--- config.mk ---
export PLATFORM = sky130hd
export DESIGN_NAME = timekeeper
export DESIGN_NICKNAME = d
export VERILOG_FILES = /design/src/radio_pkg.sv /design/src/timekeeper.sv
export SDC_FILE = /design/constraint.sdc
export NUM_CORES = 1
export LEC_CHECK = 0
export BUFFER_PORTS_ARGS = -buffer_cell sky130_fd_sc_hd__buf_2
export CAP_MARGIN = 20
export CORE_MARGIN = 8
export CORE_UTILIZATION = 40
export CTS_CLUSTER_DIAMETER = 30
export CTS_CLUSTER_SIZE = 40
export DETAILED_ROUTE_END_ITERATION = 6
export PLACE_DENSITY_LB_ADDON = 0.2
export REMOVE_ABC_BUFFERS = 1
export SLEW_MARGIN = 30
export SYNTH_ARGS = -nofsm -noshare
export SYNTH_HDL_FRONTEND = slang
export SYNTH_SLANG_ARGS = --single-unit
--- constraint.sdc ---
create_clock -name i_ce_clk -period 6.5 [get_ports i_ce_clk]
set_input_delay 1.625 -clock i_ce_clk [delete_from_list [all_inputs] [get_ports i_ce_clk]]
set_output_delay 1.625 -clock i_ce_clk [all_outputs]
set_load 0.02 [all_outputs]
--- src/radio_pkg.sv ---
//////////////////////////////////////////////////
// Shared widths, register map and response codes
// NUM_RADIOS must stay below 256 (8-bit index field)
//////////////////////////////////////////////////
package radio_pkg;

  localparam int NUM_RADIOS  = 2;
  // Port 0 is front-end control
  localparam int NUM_PORTS   = NUM_RADIOS + 1;
  localparam int RADIO_IDX_W = (NUM_RADIOS > 1) ? $clog2(NUM_RADIOS) : 1;
  localparam int SAMPLE_W    = 32;
  localparam int RB_W        = 64;

  typedef logic [7:0]             set_addr_t;
  typedef logic [31:0]            set_data_t;
  typedef logic [RB_W-1:0]        rb_data_t;
  typedef logic [63:0]            vita_time_t;
  // 16-bit I in the upper half, 16-bit Q in the lower
  typedef logic [SAMPLE_W-1:0]    sample_t;
  // Radio index, code, then low 48 bits of VITA time
  typedef logic [63:0]            resp_t;
  typedef logic [7:0]             resp_code_t;
  typedef logic [1:0]             rb_sel_t;
  typedef logic [31:0]            samp_cnt_t;
  typedef logic [RADIO_IDX_W-1:0] radio_idx_t;

  //////////////////////////////////////////////////
  // Settings register map
  //////////////////////////////////////////////////
  localparam set_addr_t SR_TIME_HI        = 8'd128;
  localparam set_addr_t SR_TIME_LO        = 8'd129;
  // Bit 0 loads now, bit 1 loads at next PPS
  localparam set_addr_t SR_TIME_CTRL      = 8'd130;
  localparam set_addr_t SR_RX_NUM_SAMPS   = 8'd131;
  localparam set_addr_t SR_RX_CMD_TIME_HI = 8'd132;
  localparam set_addr_t SR_RX_CMD_TIME_LO = 8'd133;
  // Bit 0 marks a timed command
  localparam set_addr_t SR_RX_CMD         = 8'd134;
  localparam set_addr_t SR_TX_CTRL        = 8'd135;
  localparam set_addr_t SR_RB_SEL         = 8'd136;
  localparam set_addr_t SR_FE_READBACK    = 8'd255;

  // Readback selects
  localparam rb_sel_t RB_VITA_TIME    = 2'd0;
  localparam rb_sel_t RB_VITA_LASTPPS = 2'd1;
  localparam rb_sel_t RB_RX_STATUS    = 2'd2;
  localparam rb_sel_t RB_RADIO_ID     = 2'd3;

  // Response codes
  localparam resp_code_t RESP_OVERRUN  = 8'd1;
  localparam resp_code_t RESP_LATE_CMD = 8'd2;
  localparam resp_code_t RESP_UNDERRUN = 8'd3;

  typedef enum logic [1:0] {
    RX_IDLE,
    RX_WAIT_TIME,
    RX_RUN
  } rx_state_t;

endpackage

--- src/timekeeper.sv ---
//////////////////////////////////////////////////
// VITA time counter, i_pps must be synchronous to i_ce_clk
// A PPS load stays armed until the next rising edge
//////////////////////////////////////////////////
`timescale 1ns/1ps

module timekeeper (
  input  logic                  i_ce_clk,
  input  logic                  i_arst_n,
  input  logic                  i_pps,
  input  logic                  i_set_stb,
  input  radio_pkg::set_addr_t  i_set_addr,
  input  radio_pkg::set_data_t  i_set_data,
  output radio_pkg::vita_time_t o_vita_time,
  output radio_pkg::vita_time_t o_vita_time_lastpps
);
  import radio_pkg::*;

  set_data_t time_hi;
  set_data_t time_lo;
  logic      pps_del;
  logic      pps_edge;
  logic      load_armed;
  logic      ctrl_wr;

  assign ctrl_wr  = i_set_stb && (i_set_addr == SR_TIME_CTRL);
  assign pps_edge = i_pps & ~pps_del;

  // Staged time value
  always_ff @(posedge i_ce_clk) begin
    if (i_set_stb && (i_set_addr == SR_TIME_HI)) begin
      time_hi <= i_set_data;
    end
    if (i_set_stb && (i_set_addr == SR_TIME_LO)) begin
      time_lo <= i_set_data;
    end
  end

  always_ff @(posedge i_ce_clk or negedge i_arst_n) begin
    if (!i_arst_n) begin
      pps_del             <= 1'b0;
      load_armed          <= 1'b0;
      o_vita_time         <= '0;
      o_vita_time_lastpps <= '0;
    end else begin
      pps_del <= i_pps;
      if (ctrl_wr && i_set_data[0]) begin
        o_vita_time <= {time_hi, time_lo};
      end else if (load_armed && pps_edge) begin
        o_vita_time <= {time_hi, time_lo};
      end else begin
        o_vita_time <= o_vita_time + 64'd1;
      end
      // Time seen at the edge, before any load
      if (pps_edge) begin
        o_vita_time_lastpps <= o_vita_time;
      end
      if (ctrl_wr) begin
        load_armed <= i_set_data[1];
      end else if (pps_edge) begin
        load_armed <= 1'b0;
      end
    end
  end

endmodule

# Word-level counts from Yosys, hierarchy flattened

Cells that the tools add are included.

$add $sub $neg: 1
Eq/ne operators: 3
Multiplexer cells: 4
Bitwise logic cells: 2
Reduce and logical (&&, ||, !) cells: 6

Operators by type and width:

| kind                  | count |
|---|---|
| $mux 64               | 2 |
| $add 64x1->64 const B | 1 |
| $eq 8x8->1 const B    | 3 |
| $logic_and 1x1->1     | 5 |
| $mux 1                | 2 |
| $reduce_bool 2->1     | 1 |
| $and 1x1->1           | 1 |
| $not 1->1             | 1 |

Bits in registers: 194
Input bits: 44
Output and inout port bits: 128
Word-level logic and storage cells: 22

# Depth between registers and ports, before layout

Gate-level depths: netlist (run 1).

Depth in word-level cells: 5
Gate-level depth with buffers: 8

# Worst setup path after synthesis (run 1)

No wires, ideal clock.

Path kind: input to register
From: input port i_set_addr[3]
To: register time_lo[0] (enable)
Library setup time: 0.468 ns
Arrival: 4.694 ns
Data required time: 6.032 ns
Slack: 1.337 ns
Stages on the path: 3
Path buffers: 0
Cell sequence: or3_1 -> or2_2 -> nor3b_1

Cells in the longest elaborated chain, start to end: 2

RTL lines:

| element              | RTL line         | RTL |
|---|---|---|
| start, declared      | timekeeper.sv:12 | `input radio_pkg::set_addr_t i_set_addr,` |
| $eq 8x8->1           | timekeeper.sv:34 | `if (i_set_stb && (i_set_addr == SR_TIME_LO)) begin` |
| $logic_and 1x1->1    | timekeeper.sv:34 |  |
| end signal, assigned | timekeeper.sv:35 | `time_lo <= i_set_data;` |
| end, declared        | timekeeper.sv:20 | `set_data_t time_lo;` |

Every way passes these cells.
A chain may end at the register's enable or synchronous reset.

# Worst setup path after layout (run 1)

From: input port i_set_addr[3]
To: register o_vita_time[36]

Cells in the longest elaborated chain, start to end: 4

RTL lines:

| element              | RTL line         | RTL |
|---|---|---|
| $eq 8x8->1           | timekeeper.sv:26 | `assign ctrl_wr = i_set_stb && (i_set_addr == SR_TIME_CTRL);` |
| $logic_and 1x1->1    | timekeeper.sv:26 |  |
| $logic_and 1x1->1    | timekeeper.sv:47 | `if (ctrl_wr && i_set_data[0]) begin` |
| $mux 64              | timekeeper.sv:47 |  |
| end signal, assigned | timekeeper.sv:48 | `o_vita_time <= {time_hi, time_lo};` |
| end signal, assigned | timekeeper.sv:50 | `o_vita_time <= {time_hi, time_lo};` |
| end signal, assigned | timekeeper.sv:52 | `o_vita_time <= o_vita_time + 64'd1;` |
| end, declared        | timekeeper.sv:14 | `output radio_pkg::vita_time_t o_vita_time,` |

Every way passes these cells.

==> run_results.csv, run 1 <==
group,metric,value,unit
yosys,ys_seq_area_share,64.2,%
layout,fill_cells,1822,
global_route,grtUsageTotal,16.7,%
placed_design,gp_congestion,0.781,
yosys,synth.avg_cell_area,12.5,µm²
drt,vias,5700,
drt,final_antenna_net_count,0,
timing,rsz0062_at_grt,"false",
placed_design,hpwl,14.4,mm
global_route,grt_pass1_wl,31.6,mm
cts,clockBufferDepth,2,
yosys,ys_seq_elements,194,
worst_setup_path,ff2ff_setup_slack,3470,ps
layout,multi_input_comb_area,2740,µm²
yosys,synth-edff-count,64,
power,power_density,336,nW/µm²
global_route,antenna_found_initial,0,
timing,fin_setup_tns,0,ps
floorplan,dieHeight,158,µm
timing,hold_viol_final,0,
placed_design,port_buffers,171,
timing,slew_viol_final,0,
power,p_leak,0.00389,µW
drt,dr.pass1.iters,4,
cts,htree_levels,4,
cts,cts_made_buffers,17,
worst_setup_path,crit_arrival,3540,ps
min_path,min-delay-start,"time_lo[2]",
cts,clk_pin_slew_worst_paths,70,ps
floorplan,die_area,24900,µm²
layout,area_growth,21.0,%
yosys,async_flop_share,67.0,%
layout,post-route-util,48.8,%
global_route,grt_max_degree,91,
cts,cts-root-buf,"clkbuf_16",
layout,layout.nets,860,
cts,cts.repair.resized,0,
global_route,grt_pass1_vias,5813,
cts,hold_buffers,0,
timing,clock_skew,13.3,ps
worst_setup_path,reg2regPathDepth,5,
yosys,synthCells,647,
timing,max_freq,0.305,GHz
worst_setup_path,crit_start,"i_set_addr[3]",
worst_setup_path,crit_path_start_kind,"input port",
worst_setup_path,worstPathMaxFanout,90,
worst_setup_path,r2r_start,"o_vita_time[11]",
drt,drt-wirelength-per-cell,18.5,µm
yosys,ys_warn_count,0,
timing,hold-worst-slack,451,ps
worst_setup_path,criticalPathCategory,"in2reg",
cts,clock_latency,430,ps
cts,postCtsSetupRepairBufs,0,
drt,vias_per_cell,5.20,
placed_design,place_area,9200,µm²
worst_setup_path,worstPathRequired,6760,ps
timing,max_slew_margin,47.8,%
min_path,hold_depth,2,
global_route,grt_overflow_total,0,
flow_run,max_cap_viol_count,0,
min_path,timing.hold.worst_endpoint,"o_vita_time[2]",
drt,first_iter_violations,267,
status,status,"completed",
floorplan,pin_count,172,
yosys,ys_types,36,
floorplan,core,20000,µm²
timing,min_period,3280,ps
layout,final_area,9750,µm²
worst_setup_path,r2r_end,"o_vita_time[54]",
timing,setup_viol,0,
yosys,synthFlopType,"dfrtp_1",
power,irDropWorstVdd,0.183,mV
cts,cts_tree,"built",
floorplan,row_count,52,
worst_setup_path,end_kind,"flop",
layout,diodes,0,
drt,drc,0,
layout,drive_gt1_share,33.6,%
cts,cts.sinks,194,
timing,final.period_utilization,50.5,%
timing,worst_pin_slew,783,ps
yosys,synth_area,8060,µm²
layout,regArea,5170,µm²
min_path,min_path_type,"reg2reg",
drt,wl,20.3,mm
floorplan,floorplan.initialDensity,40.3,%
floorplan,die_w,158,µm
## logic make-up after synthesis
logic type	synth area share, %
adders and majority gates	0.155
buffers and inverters	1.99
DFF	64.2
and+or+nand+nor	14.8
muxes	8.25
xor gates and xnor gates	4.78
AOI/OAI and AO/OA	5.82
## power breakdown
part	switching, µW	internal, µW
Clock	437	545
Combinational	425	267
Sequential	172	1430
Total	1030	2240
## stage by stage
step                setup slack [ps]  total power, µW  std cells
floorplan                       1340             2020        617
global placement                2850             2300       1066
detailed placement              2750             2330       1066
CTS                             3220             3320       1097
global route                    2970             3430       1097
finish                          3220             3280       1097
## cells in the mapped netlist, types with 6 or more instances
| library cell | instances | area [µm²] |
|---|---|---|
| dfrtp_1 | 130 | 3250 |
| nand2_1 | 78 | 293 |
| o21ai_0 | 66 | 330 |
| edfxtp_1 | 64 | 1920 |
| mux2_2 | 59 | 664 |
| nor2_1 | 26 | 97.6 |
| xnor2_1 | 24 | 210 |
| clkbuf_1 | 23 | 86.3 |
| nand3_1 | 20 | 100 |
| xor2_1 | 20 | 175 |
| a31oi_1 | 17 | 106 |
| nand4_1 | 17 | 106 |
| or3_1 | 16 | 100 |
| and3_1 | 14 | 87.6 |
| nor3_1 | 12 | 60.1 |
| nor4_1 | 10 | 62.6 |
| inv_1 | 7 | 26.3 |
| and4_1 | 6 | 52.6 |
## worst max-delay path: stages
cell	delay (ps)
buf_2	100
or3_1	370
nor4_1	360
or2_2	220
buf_4	610
o21ai_0	230
## cells in the final DEF (no fill, tap or decap), types with 2 or more instances in the layout
cell type     n
o31ai_1       2
nor3_1       11
and3_1       14
nor2_1       25
clkinvlp_4    3
or3_1        16
nand4_1      17
clkbuf_16    17
or2_2         2
a31oi_1      17
xnor2_1      24
edfxtp_1     64
mux2_2       59
and4_1        6
nand4bb_1     2
o21ai_0      66
inv_1         7
and2_1        5
nand2b_1      2
nand2_1      78
nor4_1       10
nand3_1      20
buf_2       170
xor2_1       20
clkinv_2      3
nand4_2       3
clkbuf_8      2
dfrtp_1     130
or4_1         5
clkbuf_1      3
buf_4         8
## sequential cells by signal (all words and copies together) (netlist names)
name / cells
o_vita_time: 64
pps_del: 1
o_vita_time_lastpps: 64
time_lo: 32
time_hi: 32
load_armed: 1
## per-layer routing
layer,wire length (µm),GRT usage [%]
met4,371,6.65
met1,8660,20.2
met2,10200,27.9
met5,0,0
met3,1100,4.31
## cell type report
cell class	count	share of cell area (%)
inverters	7	0.269
clock inverters	9	0.847
repair buffers	179	9.46
multi-input cells	416	28.1
clock buffers	22	4.76
flip-flops and latches	194	53.1
well taps	270	3.46
## worst max-delay path by stage
stage	depth (start not counted)	endpoint	slack (ps)
floorplan	3	time_lo[0]	1340
global placement	7	o_vita_time[49]	2850
detailed placement	6	o_vita_time[6]	2750
CTS	6	o_vita_time[36]	3220
global route	6	o_vita_time[16]	2970
finish	6	o_vita_time[36]	3220
Note: power is estimated with default switching activity, not from simulation.
==> inputs of run 2 (changes only) <==
- clock period: 6.5 -> 3.2 ns (I/O delays scaled with it)
==> run 2 against run 1 <==
  * Wire length is 0.20% higher
  * Register-to-register slack got worse by 2900 ps
  * Flip-flop and latch count unchanged
  * Critical path depth is the same
  * First-iteration DRC count is 15% higher
  * Clock skew decreased by 2.9 ps
  * Clock power increased by 110%
==> run_results.csv, run 2 (synthesis results as in run 1) <==
group,metric,value,unit
timing,fin_setup_tns,0,ps
drt,dr.pass1.iters,7,
layout,final_common_cell,"buf_2",
timing,min_period,2640,ps
drt,final_antenna_net_count,0,
global_route,grt_pass1_vias,5958,
floorplan,row_count,52,
cts,cts.sinks,194,
worst_setup_path,end_kind,"flop",
global_route,grt_pass1_wl,32.3,mm
floorplan,floorplan.initialDensity,40.3,%
worst_setup_path,crit_path_start_kind,"flop",
placed_design,hpwl,14.6,mm
worst_setup_path,cp_cell_sequence,"and3_1, nand4_1, buf_4, or4_1, or3_1, a31oi_1",
timing,worst_pin_slew,566,ps
worst_setup_path,critPathBufInv,1,
floorplan,core,20000,µm²
drt,wl,20.4,mm
timing,setup_viol,0,
worst_setup_path,criticalPathCategory,"reg2reg",
timing,hold_viol_final,0,
global_route,grt_max_degree,94,
layout,layout.nets,863,
drt,vias,5724,
floorplan,dieHeight,158,µm
power,irDropWorstVdd,0.368,mV
layout,layout_common_cells,"buf_2 (170), dfrtp_1 (130), nand2_1 (78)",
drt,drc,0,
timing,slew_viol_final,0,
layout,fin_cells,1100,
global_route,grtUsageTotal,16.9,%
cts,htree_levels,4,
min_path,min_path_type,"in2async",
floorplan,pin_count,172,
cts,hold_buffers,0,
timing,max_slew_margin,62.3,%
status,status,"completed",
power,power_density,687,nW/µm²
timing,final.period_utilization,82.6,%
worst_setup_path,worstPathRequired,3550,ps
drt,drt-wirelength-per-cell,18.5,µm
timing,setup_ws,558,ps
layout,fill_cells,1794,
placed_design,gp_congestion,0.757,
cts,cts_made_buffers,17,
layout,post-route-util,49.3,%
worst_setup_path,path_delay_family,"simple AND/OR/NAND/NOR gates",
timing,max_freq,0.378,GHz
floorplan,die_w,158,µm
power,p_leak,0.00393,µW
floorplan,die_area,24900,µm²
timing,clock_skew,10.5,ps
worst_setup_path,slowest_delay,760,ps
placed_design,port_buffers,171,
cts,cts-root-buf,"clkbuf_16",
placed_design,dp_cells,1069,
worst_setup_path,crit_path_top_delay_cell,"or4_1",
worst_setup_path,worstPathMaxFanout,12,
global_route,grt_overflow_total,0,
worst_setup_path,crit_arrival,2990,ps
cts,postCtsSetupRepairBufs,0,
cts,clockBufferDepth,2,
drt,first_iter_violations,306,
global_route,antenna_found_initial,0,
drt,vias_per_cell,5.20,
layout,diodes,0,
cts,cts.repair.resized,0,
layout,area_growth,22.1,%
cts,clk_pin_slew_worst_paths,70,ps
layout,drive_gt1_share,34.0,%
timing,rsz0062_at_grt,"false",
layout,reg_top3,"o_vita_time: 64 flops, o_vita_time_lastpps: 64 flops",
flow_run,max_cap_viol_count,0,
placed_design,dp_slack,601,ps
power,power.total,6760,µW
cts,clock_latency,430,ps
cts,cts_tree,"built",
run 2: cell types whose count changed in the layout (fill, tap and decap cells not counted), sizes merged:
cell,delta
buf,+3
clkbuf,-2
bufinv,+1
clkinv,-1
clkinvlp,+1
inv,+1
run 2: final cells by class:
cell class / count / area (µm²) / share of cell area [%]
inverter: 7 / 26.3 / 0.267
clock buffer: 20 / 447 / 4.54
clock inverter: 11 / 131 / 1.33
tap: 270 / 338 / 3.43
sequential: 194 / 5170 / 52.6
timing repair buffer: 182 / 982 / 9.98
multi-input combinational: 416 / 2740 / 27.9
run 2: final timing paths:
path	startpoint	to	slack, ps	cells past startpoint
worst max-delay path	o_vita_time[19]	o_vita_time[54]	560	6
worst min-delay path	i_arst_n	o_vita_time_lastpps[15]	310	1
worst max register to register	o_vita_time[19]	o_vita_time[54]	560	6
worst min register to register	time_lo[1]	o_vita_time[1]	450	2
max in group asynchronous	i_arst_n	o_vita_time[15]	2160	2
min in group i_ce_clk	time_lo[1]	o_vita_time[1]	450	2
run 2: power by group:
part,total (µW),internal (µW),switching (µW)
Combinational,1410,549,860
Clock,2090,1170,918
Sequential,3260,2900,354
run 2: layer usage:
layer  global-route usage (%)  part of all wire (%)
met1                     20.2                    43
met2                     29.2                    50
met3                     3.77                   5.1
met4                     6.38                   1.8
met5                        0                     0
run 2: through the flow:
stage,hold WS (ps),cell area (µm²)
after floorplan,422,7920
after global placement,426,9260
after detailed placement,440,9260
after CTS,335,9840
after global routing,364,9840
final,312,9840
==> inputs of run 3 (changes only) <==
- clock period: 3.2 -> 2.2 ns (I/O delays scaled with it)
==> run 3 against run 2 <==
  * First-iteration DRC count grew 2.3%
  * Critical path depth is the same
  * Clock-buffer cell count shrank 1
  * Cell area grew 6.5%
  * Setup slack lost 480 ps
  * Sequential power grew 38%
  * Sequential share of layout area shrank 3.2 points
  * Global-route usage grew 0.83 points
  * Combinational power grew 89%
  * Cell count grew 6.5%
  * Highest routed layer unchanged
==> run_results.csv, run 3 (synthesis results as in run 1) <==
group,metric,value,unit
global_route,grt_overflow_total,0,
timing,min_period,2120,ps
drt,final_antenna_net_count,0,
timing,rsz0062_at_grt,"true",
timing,max_slew_margin,63.0,%
floorplan,pin_count,172,
cts,htree_levels,4,
drt,dr.pass1.iters,5,
layout,final_common_cell,"buf_2",
worst_setup_path,r2r_end,"o_vita_time[61]",
floorplan,die_area,24900,µm²
status,status,"completed",
power,p_leak,0.00431,µW
cts,cts_made_buffers,17,
timing,setup_viol,0,
timing,hold-worst-slack,88.3,ps
drt,first_iter_violations,313,
timing,max_freq,0.471,GHz
timing,slew_viol_final,0,
cts,cts_tree,"built",
layout,area_growth,30.0,%
timing,worst_pin_slew,555,ps
layout,reg_top3,"o_vita_time: 64 flops, o_vita_time_lastpps: 64 flops",
timing,clock_skew,11.3,ps
floorplan,row_count,52,
placed_design,port_buffers,171,
power,power_density,970,nW/µm²
timing,fin_setup_tns,0,ps
floorplan,floorplan.initialDensity,40.3,%
floorplan,core,20000,µm²
min_path,min_path_type,"in2async",
global_route,grt_pass1_vias,6245,
global_route,grt_max_degree,71,
cts,clock_latency,430,ps
floorplan,die_w,158,µm
worst_setup_path,ff2ff_setup_slack,80,ps
timing,final.period_utilization,96.5,%
layout,layout_common_cells,"buf_2 (170), dfrtp_1 (129), nand2_1 (78)",
worst_setup_path,r2r_start,"o_vita_time[1]",
worst_setup_path,crit_path_start_kind,"flop",
power,irDropWorstVdd,0.553,mV
placed_design,gp_congestion,0.822,
cts,clk_pin_slew_worst_paths,70,ps
cts,cts-root-buf,"clkbuf_16",
worst_setup_path,reg2regPathDepth,6,
layout,diodes,0,
global_route,antenna_found_initial,0,
global_route,grt_pass1_wl,33.9,mm
floorplan,dieHeight,158,µm
worst_setup_path,worstPathRequired,2550,ps
drt,vias,6003,
layout,drive_gt1_share,40.7,%
worst_setup_path,crit_arrival,2480,ps
drt,vias_per_cell,5.12,
worst_setup_path,end_kind,"flop",
drt,drt-wirelength-per-cell,18.4,µm
timing,hold_viol_final,0,
flow_run,max_cap_viol_count,0,
worst_setup_path,worstPathMaxFanout,7,
worst_setup_path,criticalPathCategory,"reg2reg",
layout,layout.nets,934,
drt,drc,0,
global_route,grtUsageTotal,17.7,%
drt,wl,21.6,mm
placed_design,hpwl,15.5,mm
cts,cts.sinks,194,
cts,clockBufferDepth,2,
run 3: cell count changes in the layout (fill, tap and decap cells not counted), sizes merged:
cell,before,now
clkinvlp,4,1
or4,6,7
clkbuf,20,19
inv,9,14
clkinv,3,5
buf,182,252
bufinv,2,0
run 3: power breakdown:
| group | switching [µW] | internal, µW | leakage, µW |
|---|---|---|---|
| clock network | 1440 | 1550 | 0.000280 |
| registers | 287 | 4220 | 0.00210 |
| logic | 1590 | 1080 | 0.00193 |
run 3: worst max-delay path by stage:
stage | cells after the start | slack (ps) | from | end
floorplan | 3 | -1890 | i_set_addr[3] | time_lo[0]
global placement | 5 | 30 | i_set_addr[3] | time_lo[19]
detailed placement | 5 | -60 | o_vita_time[15] | o_vita_time[54]
CTS | 7 | 6 | o_vita_time[15] | o_vita_time[42]
global route | 7 | -6 | o_vita_time[11] | o_vita_time[40]
finish | 6 | 80 | o_vita_time[1] | o_vita_time[61]
run 3: metal layers:
layer	share of wire [%]	global-route usage, %
met1	42	21.5
met5	0	0
met3	5.0	4.01
met2	50	30.3
met4	2.0	6.33
run 3: worst max-delay path: stages (launching register included):
cell	delay [ps]
dfrtp_1	370
buf_4	150
and3_4	220
nand4_4	130
or4_4	600
or4_1	410
a31oi_1	160
run 3: layout make-up:
class / instances / area, µm²
Timing Repair Buffer: 252 / 1570
Inverter: 7 / 26.3
Clock inverter: 13 / 118
Clock buffer: 19 / 453
Multi-Input combinational cell: 417 / 2800
Tap cell: 270 / 338
Fill cell: 1797 / 9500
Sequential cell: 194 / 5180
run 3: through the flow:
stage	util, %	setup slack, ps	power [µW]	cells	area, µm²
after floorplan	-	-1890	5960	617	7920
after global placement	49.1	34.2	7140	1135	9810
after detailed placement	49.1	-62.5	7240	1135	9810
after CTS	52.0	6.05	10300	1167	10400
after global routing	52.5	-6.15	10600	1172	10500
final	52.5	77.3	10200	1172	10500
run 3: timing repair:
action	4_1_cts	5_1_grt
gates cloned	0	1
gates resized for setup	2	17
pin swaps	0	6
setup buffers	0	4
hold buffers	0	0
endpoints found under the setup margin	8	14
hold endpoints to repair	0	0
