<file path="config.mk">
export PLATFORM = sky130hd
export DESIGN_NAME = radio_core_flat
export DESIGN_NICKNAME = d
export VERILOG_FILES = /design/src/radio_pkg.sv /design/src/settings_if.sv /design/src/radio_rx_ctrl.sv /design/src/radio_core.sv /design/src/flat_wrapper.sv
export SDC_FILE = /design/constraint.sdc
export NUM_CORES = 1
export LEC_CHECK = 0
export BUFFER_PORTS_ARGS = -buffer_cell sky130_fd_sc_hd__buf_2
export CORE_MARGIN = 8
export CORE_UTILIZATION = 50
export DETAILED_ROUTE_END_ITERATION = 10
export HOLD_SLACK_MARGIN = 0.06
export MAX_ROUTING_LAYER = met4
export PLACE_DENSITY = 0.81
export SLEW_MARGIN = 0
export SYNTH_ARGS = -nofsm -noshare
export SYNTH_HDL_FRONTEND = slang
export SYNTH_HIERARCHICAL = 1
export SYNTH_SLANG_ARGS = --single-unit
</file>
<file path="constraint.sdc">
create_clock -name i_ce_clk -period 4 [get_ports i_ce_clk]
set_input_delay 0.4 -clock i_ce_clk [delete_from_list [all_inputs] [get_ports i_ce_clk]]
set_output_delay 0.4 -clock i_ce_clk [all_outputs]
set_load 0.01 [all_outputs]
</file>
<file path="src/radio_pkg.sv">
//////////////////////////////////////////////////
// Shared widths, register map and response codes
// NUM_RADIOS must stay below 256 (8-bit index field)
//////////////////////////////////////////////////
package radio_pkg;

  localparam int NUM_RADIOS  = 2;
  // Port 0 is front-end control
  localparam int NUM_PORTS   = NUM_RADIOS + 1;
  localparam int RADIO_IDX_W = (NUM_RADIOS > 1) ? $clog2(NUM_RADIOS) : 1;
  localparam int SAMPLE_W    = 32;
  localparam int RB_W        = 64;

  typedef logic [7:0]             set_addr_t;
  typedef logic [31:0]            set_data_t;
  typedef logic [RB_W-1:0]        rb_data_t;
  typedef logic [63:0]            vita_time_t;
  // 16-bit I in the upper half, 16-bit Q in the lower
  typedef logic [SAMPLE_W-1:0]    sample_t;
  // Radio index, code, then low 48 bits of VITA time
  typedef logic [63:0]            resp_t;
  typedef logic [7:0]             resp_code_t;
  typedef logic [1:0]             rb_sel_t;
  typedef logic [31:0]            samp_cnt_t;
  typedef logic [RADIO_IDX_W-1:0] radio_idx_t;

  //////////////////////////////////////////////////
  // Settings register map
  //////////////////////////////////////////////////
  localparam set_addr_t SR_TIME_HI        = 8'd128;
  localparam set_addr_t SR_TIME_LO        = 8'd129;
  // Bit 0 loads now, bit 1 loads at next PPS
  localparam set_addr_t SR_TIME_CTRL      = 8'd130;
  localparam set_addr_t SR_RX_NUM_SAMPS   = 8'd131;
  localparam set_addr_t SR_RX_CMD_TIME_HI = 8'd132;
  localparam set_addr_t SR_RX_CMD_TIME_LO = 8'd133;
  // Bit 0 marks a timed command
  localparam set_addr_t SR_RX_CMD         = 8'd134;
  localparam set_addr_t SR_TX_CTRL        = 8'd135;
  localparam set_addr_t SR_RB_SEL         = 8'd136;
  localparam set_addr_t SR_FE_READBACK    = 8'd255;

  // Readback selects
  localparam rb_sel_t RB_VITA_TIME    = 2'd0;
  localparam rb_sel_t RB_VITA_LASTPPS = 2'd1;
  localparam rb_sel_t RB_RX_STATUS    = 2'd2;
  localparam rb_sel_t RB_RADIO_ID     = 2'd3;

  // Response codes
  localparam resp_code_t RESP_OVERRUN  = 8'd1;
  localparam resp_code_t RESP_LATE_CMD = 8'd2;
  localparam resp_code_t RESP_UNDERRUN = 8'd3;

  typedef enum logic [1:0] {
    RX_IDLE,
    RX_WAIT_TIME,
    RX_RUN
  } rx_state_t;

endpackage

</file>
<file path="src/settings_if.sv">
//////////////////////////////////////////////////
// One block port of the settings bus
// A write is any cycle with stb high, rb_data is a level
//////////////////////////////////////////////////
`timescale 1ns/1ps

interface settings_if;
  import radio_pkg::*;

  logic      stb;
  set_addr_t addr;
  set_data_t data;
  rb_data_t  rb_data;

  modport master (
    output stb,
    output addr,
    output data,
    input  rb_data
  );

  modport slave (
    input  stb,
    input  addr,
    input  data,
    output rb_data
  );

endinterface

</file>
<file path="src/radio_rx_ctrl.sv">
//////////////////////////////////////////////////
// Receive sequencer, the sample count must be nonzero
// Commands are taken only while idle
//////////////////////////////////////////////////
`timescale 1ns/1ps

module radio_rx_ctrl (
  input  logic                  i_ce_clk,
  input  logic                  i_arst_n,
  input  radio_pkg::vita_time_t i_vita_time,
  input  radio_pkg::samp_cnt_t  i_num_samps,
  input  radio_pkg::vita_time_t i_cmd_time,
  input  logic                  i_cmd_stb,
  input  logic                  i_cmd_timed,
  input  radio_pkg::sample_t    i_rx,
  input  logic                  i_rx_stb,
  output logic                  o_run_rx,
  output radio_pkg::sample_t    o_rx_tdata,
  output logic                  o_rx_tlast,
  output logic                  o_rx_tvalid,
  input  logic                  i_rx_tready,
  output radio_pkg::samp_cnt_t  o_samps_left,
  output logic                  o_overrun,
  output logic                  o_late
);
  import radio_pkg::*;

  rx_state_t state;
  logic      word_stuck;
  logic      last_samp;

  // Held word not taken this cycle
  assign word_stuck = o_rx_tvalid & ~i_rx_tready;
  assign last_samp  = (o_samps_left == 32'd1);
  assign o_run_rx   = (state == RX_RUN);

  always_ff @(posedge i_ce_clk) begin
    if ((state == RX_RUN) && i_rx_stb && !word_stuck) begin
      o_rx_tdata <= i_rx;
    end
  end

  always_ff @(posedge i_ce_clk or negedge i_arst_n) begin
    if (!i_arst_n) begin
      state        <= RX_IDLE;
      o_samps_left <= '0;
      o_rx_tvalid  <= 1'b0;
      o_rx_tlast   <= 1'b0;
      o_overrun    <= 1'b0;
      o_late       <= 1'b0;
    end else begin
      o_overrun <= 1'b0;
      o_late    <= 1'b0;
      if (o_rx_tvalid && i_rx_tready) begin
        o_rx_tvalid <= 1'b0;
      end
      case (state)
        RX_IDLE: begin
          if (i_cmd_stb) begin
            o_samps_left <= i_num_samps;
            if (!i_cmd_timed) begin
              state <= RX_RUN;
            end else if (i_cmd_time < i_vita_time) begin
              o_late <= 1'b1;
            end else begin
              state <= RX_WAIT_TIME;
            end
          end
        end
        RX_WAIT_TIME: begin
          if (i_vita_time >= i_cmd_time) begin
            state <= RX_RUN;
          end
        end
        RX_RUN: begin
          if (i_rx_stb) begin
            if (word_stuck) begin
              // Overrun drops the waiting word and ends the run
              o_rx_tvalid <= 1'b0;
              o_overrun   <= 1'b1;
              state       <= RX_IDLE;
            end else begin
              o_rx_tvalid  <= 1'b1;
              o_rx_tlast   <= last_samp;
              o_samps_left <= o_samps_left - 32'd1;
              if (last_samp) begin
                state <= RX_IDLE;
              end
            end
          end
        end
        default: state <= RX_IDLE;
      endcase
    end
  end

endmodule

</file>
<file path="src/radio_core.sv">
//////////////////////////////////////////////////
// One radio: registers, readback, receive and transmit
// Only one response is held, later events are lost
//////////////////////////////////////////////////
`timescale 1ns/1ps

module radio_core #(
  parameter int RADIO_INDEX = 0
) (
  input  logic                  i_ce_clk,
  input  logic                  i_arst_n,
  settings_if.slave             settings,
  input  radio_pkg::vita_time_t i_vita_time,
  input  radio_pkg::vita_time_t i_vita_time_lastpps,
  input  radio_pkg::sample_t    i_rx,
  input  logic                  i_rx_stb,
  output logic                  o_run_rx,
  output radio_pkg::sample_t    o_rx_tdata,
  output logic                  o_rx_tlast,
  output logic                  o_rx_tvalid,
  input  logic                  i_rx_tready,
  input  radio_pkg::sample_t    i_tx_tdata,
  input  logic                  i_tx_tvalid,
  output logic                  o_tx_tready,
  input  logic                  i_tx_stb,
  output radio_pkg::sample_t    o_tx,
  output logic                  o_run_tx,
  output radio_pkg::resp_t      o_resp_tdata,
  output logic                  o_resp_tvalid,
  input  logic                  i_resp_tready
);
  import radio_pkg::*;

  samp_cnt_t  num_samps;
  samp_cnt_t  samps_left;
  set_data_t  cmd_time_hi;
  set_data_t  cmd_time_lo;
  rb_sel_t    rb_sel;
  logic       tx_en;
  logic       cmd_stb;
  logic       overrun;
  logic       late;
  logic       underrun;
  logic       any_event;
  resp_code_t event_code;

  assign cmd_stb = settings.stb && (settings.addr == SR_RX_CMD);

  always_ff @(posedge i_ce_clk) begin
    if (settings.stb) begin
      case (settings.addr)
        SR_RX_NUM_SAMPS:   num_samps   <= settings.data;
        SR_RX_CMD_TIME_HI: cmd_time_hi <= settings.data;
        SR_RX_CMD_TIME_LO: cmd_time_lo <= settings.data;
        default: ;
      endcase
    end
  end

  always_comb begin
    case (rb_sel)
      RB_VITA_TIME:    settings.rb_data = i_vita_time;
      RB_VITA_LASTPPS: settings.rb_data = i_vita_time_lastpps;
      RB_RX_STATUS:    settings.rb_data = {31'd0, o_run_rx, samps_left};
      default:         settings.rb_data = rb_data_t'(RADIO_INDEX);
    endcase
  end

  radio_rx_ctrl i_rx_ctrl (
    .i_ce_clk     (i_ce_clk),
    .i_arst_n     (i_arst_n),
    .i_vita_time  (i_vita_time),
    .i_num_samps  (num_samps),
    .i_cmd_time   ({cmd_time_hi, cmd_time_lo}),
    .i_cmd_stb    (cmd_stb),
    .i_cmd_timed  (settings.data[0]),
    .i_rx         (i_rx),
    .i_rx_stb     (i_rx_stb),
    .o_run_rx     (o_run_rx),
    .o_rx_tdata   (o_rx_tdata),
    .o_rx_tlast   (o_rx_tlast),
    .o_rx_tvalid  (o_rx_tvalid),
    .i_rx_tready  (i_rx_tready),
    .o_samps_left (samps_left),
    .o_overrun    (overrun),
    .o_late       (late)
  );

  //////////////////////////////////////////////////
  // Transmit playback
  //////////////////////////////////////////////////
  assign o_run_tx    = tx_en;
  assign o_tx_tready = tx_en & i_tx_stb;

  always_ff @(posedge i_ce_clk or negedge i_arst_n) begin
    if (!i_arst_n) begin
      tx_en    <= 1'b0;
      rb_sel   <= RB_VITA_TIME;
      o_tx     <= '0;
      underrun <= 1'b0;
    end else begin
      underrun <= 1'b0;
      if (settings.stb && (settings.addr == SR_RB_SEL)) begin
        rb_sel <= settings.data[1:0];
      end
      if (o_tx_tready && i_tx_tvalid) begin
        o_tx <= i_tx_tdata;
      end else if (o_tx_tready) begin
        // Starved strobe stops playback
        o_tx     <= '0;
        underrun <= 1'b1;
        tx_en    <= 1'b0;
      end
      if (settings.stb && (settings.addr == SR_TX_CTRL)) begin
        tx_en <= settings.data[0];
      end
    end
  end

  //////////////////////////////////////////////////
  // Response word
  //////////////////////////////////////////////////
  assign any_event  = overrun | late | underrun;
  assign event_code = overrun ? RESP_OVERRUN : (late ? RESP_LATE_CMD : RESP_UNDERRUN);

  always_ff @(posedge i_ce_clk) begin
    if (!o_resp_tvalid && any_event) begin
      o_resp_tdata <= {8'(RADIO_INDEX), event_code, i_vita_time[47:0]};
    end
  end

  always_ff @(posedge i_ce_clk or negedge i_arst_n) begin
    if (!i_arst_n) begin
      o_resp_tvalid <= 1'b0;
    end else if (o_resp_tvalid) begin
      if (i_resp_tready) begin
        o_resp_tvalid <= 1'b0;
      end
    end else if (any_event) begin
      o_resp_tvalid <= 1'b1;
    end
  end

endmodule

</file>
<file path="src/flat_wrapper.sv">
// flat-port wrapper written by rule: the top's interface ports become plain ports
module radio_core_flat import radio_pkg::*;
#(
  parameter int RADIO_INDEX = 0
)
  (i_ce_clk, i_arst_n, i_vita_time, i_vita_time_lastpps, i_rx, i_rx_stb, o_run_rx, o_rx_tdata, o_rx_tlast, o_rx_tvalid, i_rx_tready, i_tx_tdata, i_tx_tvalid, o_tx_tready, i_tx_stb, o_tx, o_run_tx, o_resp_tdata, o_resp_tvalid, i_resp_tready, settings_stb, settings_addr, settings_data, settings_rb_data);
  settings_if settings_i ();
  input  logic i_ce_clk;
  input  logic i_arst_n;
  input  radio_pkg::vita_time_t i_vita_time;
  input  radio_pkg::vita_time_t i_vita_time_lastpps;
  input  radio_pkg::sample_t i_rx;
  input  logic i_rx_stb;
  output logic o_run_rx;
  output radio_pkg::sample_t o_rx_tdata;
  output logic o_rx_tlast;
  output logic o_rx_tvalid;
  input  logic i_rx_tready;
  input  radio_pkg::sample_t i_tx_tdata;
  input  logic i_tx_tvalid;
  output logic o_tx_tready;
  input  logic i_tx_stb;
  output radio_pkg::sample_t o_tx;
  output logic o_run_tx;
  output radio_pkg::resp_t o_resp_tdata;
  output logic o_resp_tvalid;
  input  logic i_resp_tready;
  input wire logic [$bits(settings_i.stb)-1:0] settings_stb;
  input wire logic [$bits(settings_i.addr)-1:0] settings_addr;
  input wire logic [$bits(settings_i.data)-1:0] settings_data;
  output wire logic [$bits(settings_i.rb_data)-1:0] settings_rb_data;
  assign settings_i.stb = settings_stb;
  assign settings_i.addr = settings_addr;
  assign settings_i.data = settings_data;
  assign settings_rb_data = settings_i.rb_data;
  radio_core #(.RADIO_INDEX(RADIO_INDEX)) u_core (.i_ce_clk(i_ce_clk), .i_arst_n(i_arst_n), .settings(settings_i), .i_vita_time(i_vita_time), .i_vita_time_lastpps(i_vita_time_lastpps), .i_rx(i_rx), .i_rx_stb(i_rx_stb), .o_run_rx(o_run_rx), .o_rx_tdata(o_rx_tdata), .o_rx_tlast(o_rx_tlast), .o_rx_tvalid(o_rx_tvalid), .i_rx_tready(i_rx_tready), .i_tx_tdata(i_tx_tdata), .i_tx_tvalid(i_tx_tvalid), .o_tx_tready(o_tx_tready), .i_tx_stb(i_tx_stb), .o_tx(o_tx), .o_run_tx(o_run_tx), .o_resp_tdata(o_resp_tdata), .o_resp_tvalid(o_resp_tvalid), .i_resp_tready(i_resp_tready));
endmodule
</file>
Word-level counts from Yosys, hierarchy flattened
Index checks and enable logic that the tools add are counted.
Operators by class
  mux-type cells: 35
  eq/ne operators: 18
  bitwise operators: 6
  reduce and logical (&&, ||, !) cells: 22
  order comparisons: 2
  add/subtract/negate cells: 1
Operator list (number)
  one-hot mux 64 bit (3 select lines): 1
  two-way mux 32 bit: 5
  >= comparator 64 bit: 1
  less-than comparator 64 bit: 1
  one-hot mux 32 bit (2 select lines): 1
  == test 8 bit, second input constant: 6
  == test 32 x 1 -> 1 bit, second input constant: 1
  subtractor 32 x 1 -> 32 bit, second input constant: 1
  two-way mux 1 bit: 20
  two-way mux 2 bit: 7
  logical AND 1 bit: 8
  != test 2 bit, second input constant: 4
  AND reduction 2 bit: 4
  != test 3 bit, second input constant: 2
  one-hot mux 2 bit (3 select lines): 1
  nonzero test 2 bit: 3
  AND reduction 5 bit: 1
  == test 2 x 1 -> 1 bit, second input constant: 2
  == test 2 bit, second input constant: 2
  zero test 2 bit: 2
  AND reduction 4 bit: 1
  AND reduction 3 bit: 1
  bitwise AND 1 bit: 2
  zero test 1 bit: 2
  3 further kinds: 5
Storage, ports and cells
  logic and storage cells: 101
  bits of input ports: 240
  register bits: 259

Longest topological paths before layout
Gate-level depths: netlist of the first run.
  depth in word-level cells: 5
  gate-level depth with buffers: 9
  gate-level depth less buffers: 9

Modules after synthesis
The synthesis of the first run kept the hierarchy.
By module, submodules not included
  radio_core: instances 1, seq. area each 5310.1 um^2, cells each 510, area each 7189.4 um^2
  radio_rx_ctrl: instances 1, seq. area each 1911.8 um^2, cells each 553, area each 4892.2 um^2

Least setup slack after synthesis of the first run
Ideal clock, no wire load.
  path type: input to register
  start point: input settings_addr[6]
  end point: register u_core.cmd_time_lo[0] (enable)
  data required time: 3532 ps
  stages: 3
  setup slack: 247 ps
  arrival: 3285 ps
  library setup time: 468 ps
  path buffers: 0
  cell sequence: and4bb_2 > nand4bb_1 > nor3b_1
Between the ends
  cells in the longest elaborated chain, start to end: 2
Ends and longest elaborated chain
  from (decl): RTL line flat_wrapper.sv:29  | input wire logic [$bits(settings_i.addr)-1:0] settings_addr;
  == test 8 bit: RTL line radio_core.sv:51  | case (settings.addr)
  AND reduction 2 bit (no source line)
  to (signal assigned): RTL line radio_core.sv:54  | SR_RX_CMD_TIME_LO: cmd_time_lo <= settings.data;
  to (decl): RTL line radio_core.sv:37  | set_data_t cmd_time_lo;
Every way passes these cells.
A chain may end at the register's enable or synchronous reset.

Final worst setup path of the first run
  start point: register u_core.rb_sel[0]
  end point: output settings_rb_data[10]
Between the ends
  cells in the longest elaborated chain, start to end: 2
  elaborated cells on any way between the ends: 4
  those cells by class: eq/ne: 2; mux: 1; reduce/logical: 1
Ends and longest elaborated chain
  from (decl): RTL line radio_core.sv:38  | rb_sel_t rb_sel;
  from (signal assigned): RTL line radio_core.sv:104  | rb_sel <= settings.data[1:0];
  == test 2 bit, or another cell as far along: RTL line radio_core.sv:61  | case (rb_sel)
  one-hot mux 64 bit (3 select lines) *: RTL line radio_core.sv:61
  to (decl): RTL line flat_wrapper.sv:31  | output wire logic [$bits(settings_i.rb_data)-1:0] settings_rb_data;
Every way passes the cells marked *; elsewhere a longest branch is shown, timed or not.

==> impl_results.md, run 1 <==
* Status: completed
* Worst Tran Pin Value at 1208 ps
* # Max-Cap Violations at 0
* Total of cells resized after clock tree synthesis at 0
* Buffer levels on the longest clock path at 3
* Total CTS buffers at 28
* Hold buffer count at cts at 34
* Stage delay of the slowest cell on the critical path at 900 ps
* Via-per-instance ratio at 5.383
* Kind of cell adding the most delay to the critical path: flip-flops
* Synth Warn # at 6
* Initial core utilization at 50.27%
* Worst endpoint required time at 3600 ps
* Count of clock tree sinks at 253
* Final-layout setup total negative slack at 0 ps
* Synth-to-Final Area Change at 30.08%
* Aggregate routed wire length at 37190 um
* Last weighted congestion value of the routability-driven placer at 0.8799
* Clock slew at the register clock pins of the worst setup and hold paths at 60 ps
* Highest-delay cell along the critical path: dfrtp_4
* Count of placed standard cells including taps at 1774
* Ranking of synthesized cells by area: edfxtp_1, dfrtp_1, ha_1
* Most frequent cell after synthesis: edfxtp_1
* H-tree level count at 1
* Number of distinct library cells after synthesis at 65
* CTS tree: done
* Worst-path cell chain: buf_4 -> mux2i_1 -> o21ai_1 -> buf_2
* Final routed wire length divided by cell count at 19.96 um
* Sequential element share of the synthesized area at 59.78%
* GRT Resource Usage Total at 24.81%
* Mapped Cells at 1063
* Die area at 29390 sq um
* Vias in the first global route at 10040
* Maximum fanout along the worst path at 44
* Class of the most critical setup path: reg2out
* FF-to-FF setup slack at 1210 ps
* Fraction of post-synthesis cell area in the top cell type by area at 44.24%
* Synthesis-stage register bit count at 253
* RSZ-0062 raised after global routing: no
* Largest net degree at the start of global routing at 76
* Clock root buffer: clkbuf_16
* Fraction of registers with async set or reset after synthesis at 29.64%
* Type of the worst min-delay path: in2async
* Critical path data arrival time at 2480 ps
* Final-layout fill cell count at 1845
* Number of rows created at floorplan at 57
* Insertion delay to the later sink of the worst-skew pair at 530 ps
* Share of the core filled with cells at 65.39%
* Ports at 438
* Minimum clock period at 2880 ps
* Capturing element type of the critical path: primary output
* Achievable Freq at 0.3472 GHz
* Largest voltage drop on the vdd net at 0.0002920 V
* Final worst path period share at 72.00%
* Antenna-violating nets left at 0
* Total grt overflow at 0
* Count of flip-flops with a built-in enable after synthesis at 178
* Detailed Routing Iterations Pass 1 at 5
* Setup-failing EPs final at 0
* Final Skew at 18.79 ps
* Input/output buffers at 423
* Hpwl dp at 27630 um
* Total buffers and inverters traversed by the critical path at 2
* Placeable Area at 24030 sq um
* Mean cell area of the mapped netlist at 11.37 sq um
* Vertical die dimension at 171.4 um
* Final Slew Violations at 0
* Post-layout instance count excluding filler cells at 1863
* Final number of hold-violating endpoints at 0
* Die width at 171.4 um
* Synth area leader: edfxtp_1
* Rel. slew slack at 19.40%
* Top cell types by occurrence after synthesis: edfxtp_1, nand2_1, o21ai_0
* Wire length of the first global-routing pass at 54860 um
* Final net count at 1821
* Post-detailed-route DRC marker count at 0
* FF+latch area at 7227 sq um
* Power per unit of standard cell area at 443.0 nW/um^2
* Via count at 10030
* Nature of the critical path startpoint: flop
* Antenna violations before repair at 2
* Main flop type after synthesis: edfxtp_1
* LEAKAGE at 6.900 nW
* Count of buffers added by post-CTS timing repair for setup at 0
* Area of the multi-input gates at 4324 sq um
* Iter 0 DRT Violations at 862
* Mapped cell area at 12080 sq um
* Share of cells above drive strength 1 at 32.86%
-- worst paths after layout --
path,depth (start not counted),startpoint,to
min in group i_ce_clk,1,settings_data[28],u_core/cmd_time_lo[28]$_DFFE_PP_
min,1,i_arst_n,u_core/o_tx[5]$_DFFE_PN0P_
min reg2reg,2,u_core/o_tx[24]$_DFFE_PN0P_,u_core/o_tx[24]$_DFFE_PN0P_
max in group asynchronous,1,i_arst_n,u_core/rb_sel[0]$_DFFE_PN0P_
max reg2reg,9,u_core/cmd_time_hi[25]$_DFFE_PP_,u_core/i_rx_ctrl/state[0]$_DFFE_PN0P_
max,4,u_core/rb_sel[0]$_DFFE_PN0P_,settings_rb_data[10]
-- worst register-to-register path, stage by stage, from the launching register on --
cell and delay [ps]:
edfxtp_1 330, inv_1 50, ha_1 300, nand4_1 160, nor4_1 520, nand2_1 200, nor3_1 500, o31ai_1 200
o211ai_1 210, a221oi_1 150
-- metal layers --
layer / vias to the layer above / track usage [%] / part of all wire [%]
met5: - / - / 0
met4: 0 / 8.393 / 2.9
met3: 74 / 4.292 / 8.3
met2: 462 / 42.29 / 51
met1: 4792 / 29.48 / 38
li1: 4700 / - / -
-- layout make-up --
| type | count | share of cell area (%) |
|---|---|---|
| clock inverter | 14 | 0.7484 |
| timing repair buffer | 470 | 16.29 |
| tap | 324 | 2.579 |
| clock buffer | 38 | 4.968 |
| inverter | 79 | 1.887 |
| sequential | 253 | 45.98 |
| multi-input combinational | 683 | 27.51 |
| antenna | 2 | 0.03184 |
-- metrics by stage --
| step | hold WS, ps | setup WS (ps) | power [mW] | instance area (sq um) |
|---|---|---|---|---|
| after global placement | 447.7 | 1128 | 4.413 | 14460 |
| after global routing | 67.12 | 992.1 | 7.252 | 15720 |
| after CTS | 61.58 | 1034 | 6.973 | 15700 |
| after floorplan | 104.4 | 246.9 | 3.978 | 12130 |
| after detailed placement | 464.1 | 1106 | 4.469 | 14460 |
| final | 27.77 | 1120 | 6.963 | 15720 |
-- cells by family after synthesis --
group                      Yosys count  share of synthesized area (%)
other                                1                        0.03104
DFF                                253                          59.78
adders and majority gates           66                          6.835
buffers and inverters              140                          5.054
AOI/OAI and AO/OA                  226                          10.51
and+or+nand+nor                    308                          12.00
muxes                               68                          5.717
xor gates and xnor gates             1                        0.07251
-- power breakdown --
group | leakage (nW) | switching (mW) | internal (mW)
clock network | 0.426 | 1.05 | 1.44
logic | 3.91 | 0.688 | 0.469
registers | 2.57 | 0.280 | 3.04
-- placed cells by master, fill, tap and decap left out, types with 4 or more instances in the layout --
cell type	netlist	final
buf_2	8	422
edfxtp_1	178	178
nand2_1	143	142
o21ai_0	82	82
inv_1	78	78
dfrtp_1	75	73
nor2_1	72	71
a21oi_1	72	71
mux2i_1	66	66
ha_1	66	66
dlygate4sd3_1	0	35
clkbuf_16	0	30
o21ai_1	23	23
nor3_1	18	17
conb_1	1	14
nand4_1	14	14
buf_4	20	13
nand3_1	12	12
o22ai_1	11	11
clkbuf_1	31	8
nor4_1	6	6
or3_1	6	6
a21o_1	5	5
clkinvlp_4	0	4
nand2b_1	4	4
nor2b_1	5	4
-- sequential cells by signal (all words and copies together), names as in the netlist --
signal,flops
u_core/cmd_time_hi,32
u_core/cmd_time_lo,32
u_core/i_rx_ctrl/o_late,1
u_core/i_rx_ctrl/o_overrun,1
u_core/i_rx_ctrl/o_rx_tdata,32
u_core/i_rx_ctrl/o_rx_tlast,1
u_core/i_rx_ctrl/o_rx_tvalid,1
u_core/i_rx_ctrl/o_samps_left,32
u_core/i_rx_ctrl/state,2
u_core/num_samps,32
u_core/o_resp_tdata,50
u_core/o_resp_tvalid,1
u_core/o_run_tx,1
u_core/o_tx,32
u_core/rb_sel,2
u_core/underrun,1
(Power assumes the default switching activity.)
==> inputs of run 2 (changes only) <==
--- a/config.mk
+++ b/config.mk
@@ -7,11 +7,11 @@
 export LEC_CHECK = 0
 export BUFFER_PORTS_ARGS = -buffer_cell sky130_fd_sc_hd__buf_2
 export CORE_MARGIN = 8
-export CORE_UTILIZATION = 50
+export CORE_UTILIZATION = 45
 export DETAILED_ROUTE_END_ITERATION = 10
 export HOLD_SLACK_MARGIN = 0.06
 export MAX_ROUTING_LAYER = met4
-export PLACE_DENSITY = 0.81
+export PLACE_DENSITY = 0.77
 export SLEW_MARGIN = 0
 export SYNTH_ARGS = -nofsm -noshare
 export SYNTH_HDL_FRONTEND = slang
==> constraint.sdc (replaced) <==
create_clock -name i_ce_clk -period 2.4 [get_ports i_ce_clk]
set_input_delay 0.24 -clock i_ce_clk [delete_from_list [all_inputs] [get_ports i_ce_clk]]
set_output_delay 0.24 -clock i_ce_clk [all_outputs]
set_load 0.01 [all_outputs]
==> run 2 against run 1 <==
  * The run now ends with negative setup slack left
  * Core utilization up 0.27 points
  * First-iteration DRC count up 9.6%
  * Total power up 76%
  * Non-clock buffer count up 168
  * Critical path depth up 3
  * Sequential share of layout area down 4.7 points
  * Critical path type is now reg2reg
==> impl_results.md, run 2 (synthesis results as in run 1) <==
* Status: finished, violations left
* Violated checks: negative setup slack
* GRT Resource Usage Total at 25.12%
* Power per unit of standard cell area at 698.4 nW/um^2
* Setup-failing EPs final at 2
* End of the worst register-to-register path: u_core/i_rx_ctrl/state[1]$_DFFE_PN0P_
* Worst R2R Path Depth at 7
* Detailed Routing Iterations Pass 1 at 7
* H-tree level count at 1
* Hold worst-path end: u_core/o_run_tx$_DFFE_PN0P_
* Worst-path cell chain: or4_4 -> or4_4 -> nor3_4 -> or4b_4 -> a21boi_2 -> o22ai_1 -> o21a_1
* Iter 0 DRT Violations at 945
* Aggregate routed wire length at 41750 um
* Capturing element type of the critical path: flop
* Clock root buffer: clkbuf_16
* Number of flip-flops under the largest register name at 50
* Internal Dissipation at 8.711 mW
* Post-detailed-route DRC marker count at 0
* Via-per-instance ratio at 5.363
* Min setup slack post-route at -58.66 ps
* Vertical die dimension at 179.9 um
* Initial core utilization at 45.33%
* Commonest cells after routing, fill and taps aside: buf_2, edfxtp_1, dlygate4sd3_1
* Class of the most critical setup path: reg2reg
* Stage delay of the slowest cell on the critical path at 530 ps
* Number of rows created at floorplan at 60
* Rel. slew slack at 13.52%
* Final routed wire length divided by cell count at 20.40 um
* Final hold slack at 77.51 ps
* Final Slew Violations at 0
* Achievable Freq at 0.4067 GHz
* Total CTS buffers at 27
* RSZ-0062 raised after global routing: yes
* FF-to-FF setup slack at -60 ps
* Type of the worst min-delay path: in2reg
* Launch point of the worst hold path: settings_data[0]
* Startpoint of the lowest-slack register-to-register path: u_core/i_rx_ctrl/o_samps_left[24]$_DFFE_PN0P_
* Total buffers and inverters traversed by the critical path at 0
* Antenna-violating nets left at 0
* Worst Tran Pin Value at 1294 ps
* Cell count of the worst hold path at 3
* Ports at 438
* Hpwl dp at 28800 um
* Largest voltage drop on the vdd net at 0.0004594 V
* Maximum fanout along the worst path at 2
* FF+latch area at 7227 sq um
* Worst endpoint required time at 2820 ps
* Antenna violations before repair at 1
* Insertion delay to the later sink of the worst-skew pair at 540 ps
* Share of cells above drive strength 1 at 34.00%
* Final net count at 1988
* Vias in the first global route at 11580
* Count of clock tree sinks at 253
* Comb pwr share at 21.0%
* Minimum clock period at 2459 ps
* Clock slew at the register clock pins of the worst setup and hold paths at 60 ps
* Die area at 32350 sq um
* Highest-delay cell along the critical path: or4_4
* LEAKAGE at 7.744 nW
* Power dissipated by switching net loads at 3.510 mW
* # Max-Cap Violations at 0
* Critical path data arrival time at 2880 ps
* Kind of cell adding the most delay to the critical path: simple AND/OR/NAND/NOR gates
* Buffer levels on the longest clock path at 3
* Synth-to-Final Area Change at 44.84%
* Last weighted congestion value of the routability-driven placer at 0.8432
* Switching power as a share of total power at 28.72%
* Largest net degree at the start of global routing at 70
* Clk network pwr share at 34.5%
* Input/output buffers at 423
* CTS tree: done
* Via count at 10970
* Placeable Area at 26650 sq um
* Most repeated library cell on the critical path: or4_4
* Most common library cell in the layout ignoring fill and taps: buf_2
* Register with the most flip-flops: u_core/o_resp_tdata
* Area of the multi-input gates at 4473 sq um
* Reg power frac at 44.5%
* Final number of hold-violating endpoints at 0
* Total grt overflow at 0
* Wire length of the first global-routing pass at 63400 um
* Final worst path period share at 102.4%
* Pre-CTS setup slack at -145.3 ps
* Final-layout fill cell count at 2021
* Die width at 179.9 um
* Final Skew at 15.76 ps
* Nature of the critical path startpoint: flop
run 2: cell count changes in the layout (fill, tap and decap cells not counted), moves of 3 or more:
cell           previous run  this run
buf_12                    0         5
buf_4                    13        62
clkbuf_8                  0         5
clkinvlp_4                4         0
dlygate4sd3_1            35       148
nor3_1                   17        14
nor3_4                    2         7
nor4_1                    6         3
o21ai_0                  82        75
o21ai_1                  23        29
run 2: per-stage QoR:
| step | power (mW) | cells | cell area [sq um] | TNS (ps) | util, % |
|---|---|---|---|---|---|
| after global routing | 12.73 | 2045 | 17500 | -637.8 | 65.65 |
| final | 12.22 | 2046 | 17500 | -75.40 | 65.66 |
| after detailed placement | 7.725 | 1838 | 14910 | -1008 | 55.95 |
| after floorplan | 6.631 | 1076 | 12160 | -108.8 | - |
| after CTS | 12.19 | 2039 | 17360 | -144.1 | 65.14 |
| after global placement | 7.635 | 1838 | 14910 | -494.0 | 55.95 |
run 2: worst max-delay path by stage:
stage / from / cells after the start / endpoint / slack (ps)
final: u_core/i_rx_ctrl/o_samps_left[24]$_DFFE_PN0P_ / 7 / u_core/i_rx_ctrl/state[1]$_DFFE_PN0P_ / -60
after global routing: u_core/i_rx_ctrl/o_samps_left[24]$_DFFE_PN0P_ / 7 / u_core/i_rx_ctrl/state[1]$_DFFE_PN0P_ / -140
after CTS: u_core/i_rx_ctrl/o_samps_left[24]$_DFFE_PN0P_ / 7 / u_core/i_rx_ctrl/state[1]$_DFFE_PN0P_ / -60
after detailed placement: u_core/i_rx_ctrl/o_samps_left[6]$_DFFE_PN0P_ / 7 / u_core/i_rx_ctrl/o_samps_left[26]$_DFFE_PN0P_ / -150
after global placement: u_core/i_rx_ctrl/o_samps_left[6]$_DFFE_PN0P_ / 7 / u_core/i_rx_ctrl/o_samps_left[26]$_DFFE_PN0P_ / -90
after floorplan: u_core/i_rx_ctrl/o_samps_left[24]$_DFFE_PN0P_ / 7 / u_core/i_rx_ctrl/state[1]$_DFFE_PN0P_ / -60
run 2: cell type report:
| class | instances | area share, % |
|---|---|---|
| Inverter | 79 | 1.695 |
| Timing Repair Buffer | 638 | 23.83 |
| Clock buffer | 42 | 4.590 |
| Clock inverter | 8 | 0.5577 |
| Sequential cell | 253 | 41.30 |
| Tap cell | 341 | 2.438 |
| Antenna cell | 2 | 0.02860 |
| Multi-Input combinational cell | 683 | 25.56 |
run 2: worst reg2reg max path, delay by kind of cell, from the launching register on:
family	cells	cell delay, ps
flops	1	380
compound gates	3	360
simple gates	4	1600
run 2: power groups by stage:
stage / logic, mW / registers [mW] / clock network (mW)
floorplan: 1.14 / 5.49 / 0
global placement: 2.16 / 5.47 / 0
detailed placement: 2.23 / 5.49 / 0
CTS: 2.47 / 5.41 / 4.32
global route: 2.79 / 5.47 / 4.46
finish: 2.57 / 5.43 / 4.22
run 2: timing repair:
action,in CTS,in global routing
setup endpoints to repair,19,20
setup buffers,3,5
pin swaps,3,12
resized for setup,9,27
hold endpoints to repair,277,0
hold buffers,148,0
run 2: layer usage:
layer  GRT usage, %  vias up  routed length [um]
li1               -     5033                   -
met1          28.23     5313               15690
met2          44.58      530               21810
met3          4.355       97                2879
met4          8.936        0                1364
met5              -        -                   0
==> inputs of run 3 (changes only) <==
--- a/config.mk
+++ b/config.mk
@@ -15,5 +15,4 @@
 export SLEW_MARGIN = 0
 export SYNTH_ARGS = -nofsm -noshare
 export SYNTH_HDL_FRONTEND = slang
-export SYNTH_HIERARCHICAL = 1
 export SYNTH_SLANG_ARGS = --single-unit
==> run 3 against run 2 <==
  * The run still ends with negative setup slack left
  * Critical endpoint is now u_core.i_rx_ctrl.o_samps_left[30]$_DFFE_PN0P_
  * Setup slack got worse by 130 ps
  * Global-route usage is 0.62 points lower
  * Final area about the same
  * Register-to-register slack got worse by 130 ps
==> impl_results.md, run 3 <==
* Min setup slack post-route at -190.8 ps
* Placeable Area at 26130 sq um
* Type of the worst min-delay path: in2reg
* Rel. slew slack at 23.12%
* Final routed wire length divided by cell count at 19.97 um
* Antenna violations before repair at 5
* Mapped Cells at 1049
* Count of placed standard cells including taps at 1813
* Top cell types by occurrence after synthesis: edfxtp_1, nand2_1, o21ai_0
* Insertion delay to the later sink of the worst-skew pair at 530 ps
* Iter 0 DRT Violations at 737
* Last weighted congestion value of the routability-driven placer at 0.8668
* Mean cell area of the mapped netlist at 11.45 sq um
* Share of cells above drive strength 1 at 34.60%
* Post-layout instance count excluding filler cells at 2030
* Highest-delay cell along the critical path: or4_4
* Clock slew at the register clock pins of the worst setup and hold paths at 60 ps
* Synth-to-Final Area Change at 45.71%
* Vias in the first global route at 10990
* Total design power at 11.99 mW
* Sequential element share of the synthesized area at 60.14%
* Wire length of the first global-routing pass at 59500 um
* Nature of the critical path startpoint: flop
* Initial core utilization at 45.95%
* Die area at 32170 sq um
* Synthesis-stage register bit count at 253
* Pre-CTS setup slack at -290.5 ps
* Critical path data arrival time at 2990 ps
* Total grt overflow at 0
* Worst-path cell chain: or4_4 -> nor4_4 -> buf_4 -> buf_4 -> nand2b_4 -> or3_4 -> o31a_1 -> o21ai_0 -> o21ai_1
* Power per unit of standard cell area at 685.1 nW/um^2
* Total buffers and inverters traversed by the critical path at 2
* Worst endpoint required time at 2800 ps
* Number of flip-flops under the largest register name at 50
* Critical path capture point: u_core.i_rx_ctrl.o_samps_left[30]$_DFFE_PN0P_
* Detailed Routing Iterations Pass 1 at 5
* Largest voltage drop on the vdd net at 0.0004976 V
* Launch point of the worst hold path: settings_addr[0]
* Achievable Freq at 0.3860 GHz
* RSZ-0062 raised after global routing: yes
* Final net count at 1974
* Clock root buffer: clkbuf_16
* Post-detailed-route DRC marker count at 0
* Register with the most flip-flops: u_core.o_resp_tdata
* Final hold slack at 129.3 ps
* Violated checks: negative setup slack
* Fraction of registers with async set or reset after synthesis at 29.64%
* Ports at 438
* Largest net degree at the start of global routing at 50
* Final number of hold-violating endpoints at 0
* Area fraction in and, or, nand and nor cells after synthesis at 11.43%
* Setup-failing EPs final at 10
* Mapped cell area at 12010 sq um
* Class of the most critical setup path: reg2reg
* Aggregate routed wire length at 40550 um
* Buffer levels on the longest clock path at 3
* Status: finished, violations left
* Fraction of post-synthesis cell area in the top cell type by area at 44.51%
* Total CTS buffers at 27
* Count of clock tree sinks at 253
* Final Slew Violations at 0
* Compound-cell area share of the yosys netlist at 10.58%
* Antenna-violating nets left at 0
* Main combinational cell family by area after synthesis: simple AND/OR/NAND/NOR gates
* Xor-xnor portion of the synthesized cell area at 0.07294%
* FF-to-FF setup slack at -190 ps
* Kind of cell adding the most delay to the critical path: simple AND/OR/NAND/NOR gates
* H-tree level count at 1
* Input/output buffers at 423
* Stage delay of the slowest cell on the critical path at 570 ps
* # Max-Cap Violations at 0
* GRT Resource Usage Total at 24.50%
* Number of rows created at floorplan at 59
* Most repeated library cell on the critical path: buf_4
* LEAKAGE at 7.706 nW
* Main flop type after synthesis: edfxtp_1
* Most frequent cell after synthesis: edfxtp_1
* Final worst path period share at 107.9%
* Launch point of the critical path: u_core.i_rx_ctrl.o_samps_left[8]$_DFFE_PN0P_
* Count of flip-flops with a built-in enable after synthesis at 178
* Startpoint of the lowest-slack register-to-register path: u_core.i_rx_ctrl.o_samps_left[8]$_DFFE_PN0P_
* Final Skew at 15.13 ps
* Capturing element type of the critical path: flop
* Worst R2R Path Depth at 9
* CTS tree: done
* Die width at 179.4 um
* Maximum fanout along the worst path at 6
* End of the worst register-to-register path: u_core.i_rx_ctrl.o_samps_left[30]$_DFFE_PN0P_
* Vertical die dimension at 179.4 um
* Minimum clock period at 2591 ps
* Most common library cell in the layout ignoring fill and taps: buf_2
* Worst Tran Pin Value at 1150 ps
* Number of distinct library cells after synthesis at 63
* Hpwl dp at 28470 um
* Via-per-instance ratio at 5.289
* Via count at 10740
* Synth Warn # at 0
* Share of synthesized area spent on multiplexers at 5.700%
* Area share of fa/ha/maj cells after synthesis at 6.877%
* Ranking of synthesized cells by area: edfxtp_1, dfrtp_1, ha_1
* Synth area leader: edfxtp_1
* Commonest cells after routing, fill and taps aside: buf_2, edfxtp_1, dlygate4sd3_1
* Path length in cells of the critical path at 9
-- run 3: timing repair --
item | CTS | global route
buffers inserted | 3 | 11
hold endpoints to repair | 248 | 0
gates resized for setup | 13 | 27
endpoints found under the setup margin | 26 | 20
hold buffers | 148 | 0
pin swaps | 8 | 23
-- run 3: layout make-up --
cell class | count | area [sq um]
diodes | 7 | 17.52
clock buffers | 38 | 747.0
clock inverters | 11 | 86.33
fillers | 1942 | 8636
inverters | 76 | 285.3
multi-input cells | 667 | 4467
flip-flops and latches | 253 | 7227
well taps | 335 | 419.2
repair buffers | 643 | 4248
-- run 3: logic make-up (layout without fill, tap and decap cells) --
| kind of cell | after synthesis | after routing |
|---|---|---|
| flip-flops | 253 | 253 |
| buffers and inverters | 142 | 768 |
| AO/OA/AOI/OAI | 224 | 224 |
| adder cells (fa/ha/maj) | 66 | 66 |
| multiplexers | 68 | 68 |
| AND/OR/NAND/NOR | 294 | 294 |
| XOR/XNOR | 1 | 1 |
| other | 1 | 21 |
-- run 3: worst min path at each step --
stage                                              to  slack [ps]  depth (start not counted)
detailed placement        u_core.o_tx[15]$_DFFE_PN0P_         240                          1
global placement          u_core.o_tx[10]$_DFFE_PN0P_         240                          1
global route              u_core.o_run_tx$_DFFE_PN0P_         150                          3
floorplan           u_core.i_rx_ctrl.o_late$_DFF_PN0_         -60                          0
CTS                       u_core.o_run_tx$_DFFE_PN0P_          90                          3
finish                    u_core.o_run_tx$_DFFE_PN0P_         130                          3
-- run 3: metrics by stage --
step                      TNS (ps)  util, %  area [sq um]
after floorplan             -351.9        -         12100
after global placement      -297.7    56.83         14850
after detailed placement     -1250    56.83         14850
after CTS                   -256.8    66.05         17260
after global routing         -2140    66.93         17490
final                        -1148    66.95         17500
-- run 3: power by group --
group / switching (mW) / internal, mW
sequential: 0.374 / 5.10
combinational: 1.40 / 1.17
clock: 1.68 / 2.27
total: 3.45 / 8.54
-- run 3: tightest hold or removal path, stage by stage --
cell     delay, ps
buf_2          140
nand2_1        150
o31ai_1         80
-- run 3: routing by layer --
metal  up-vias  wire length [um]  track usage [%]  part of all wire (%)
met5         -                 0                -                     0
met4         0              1327            7.844                   3.3
met3        85              2786            3.500                   6.9
met2       501             20990            42.78                    52
met1      5140             15450            28.96                    38
li1       5011                 -                -                     -
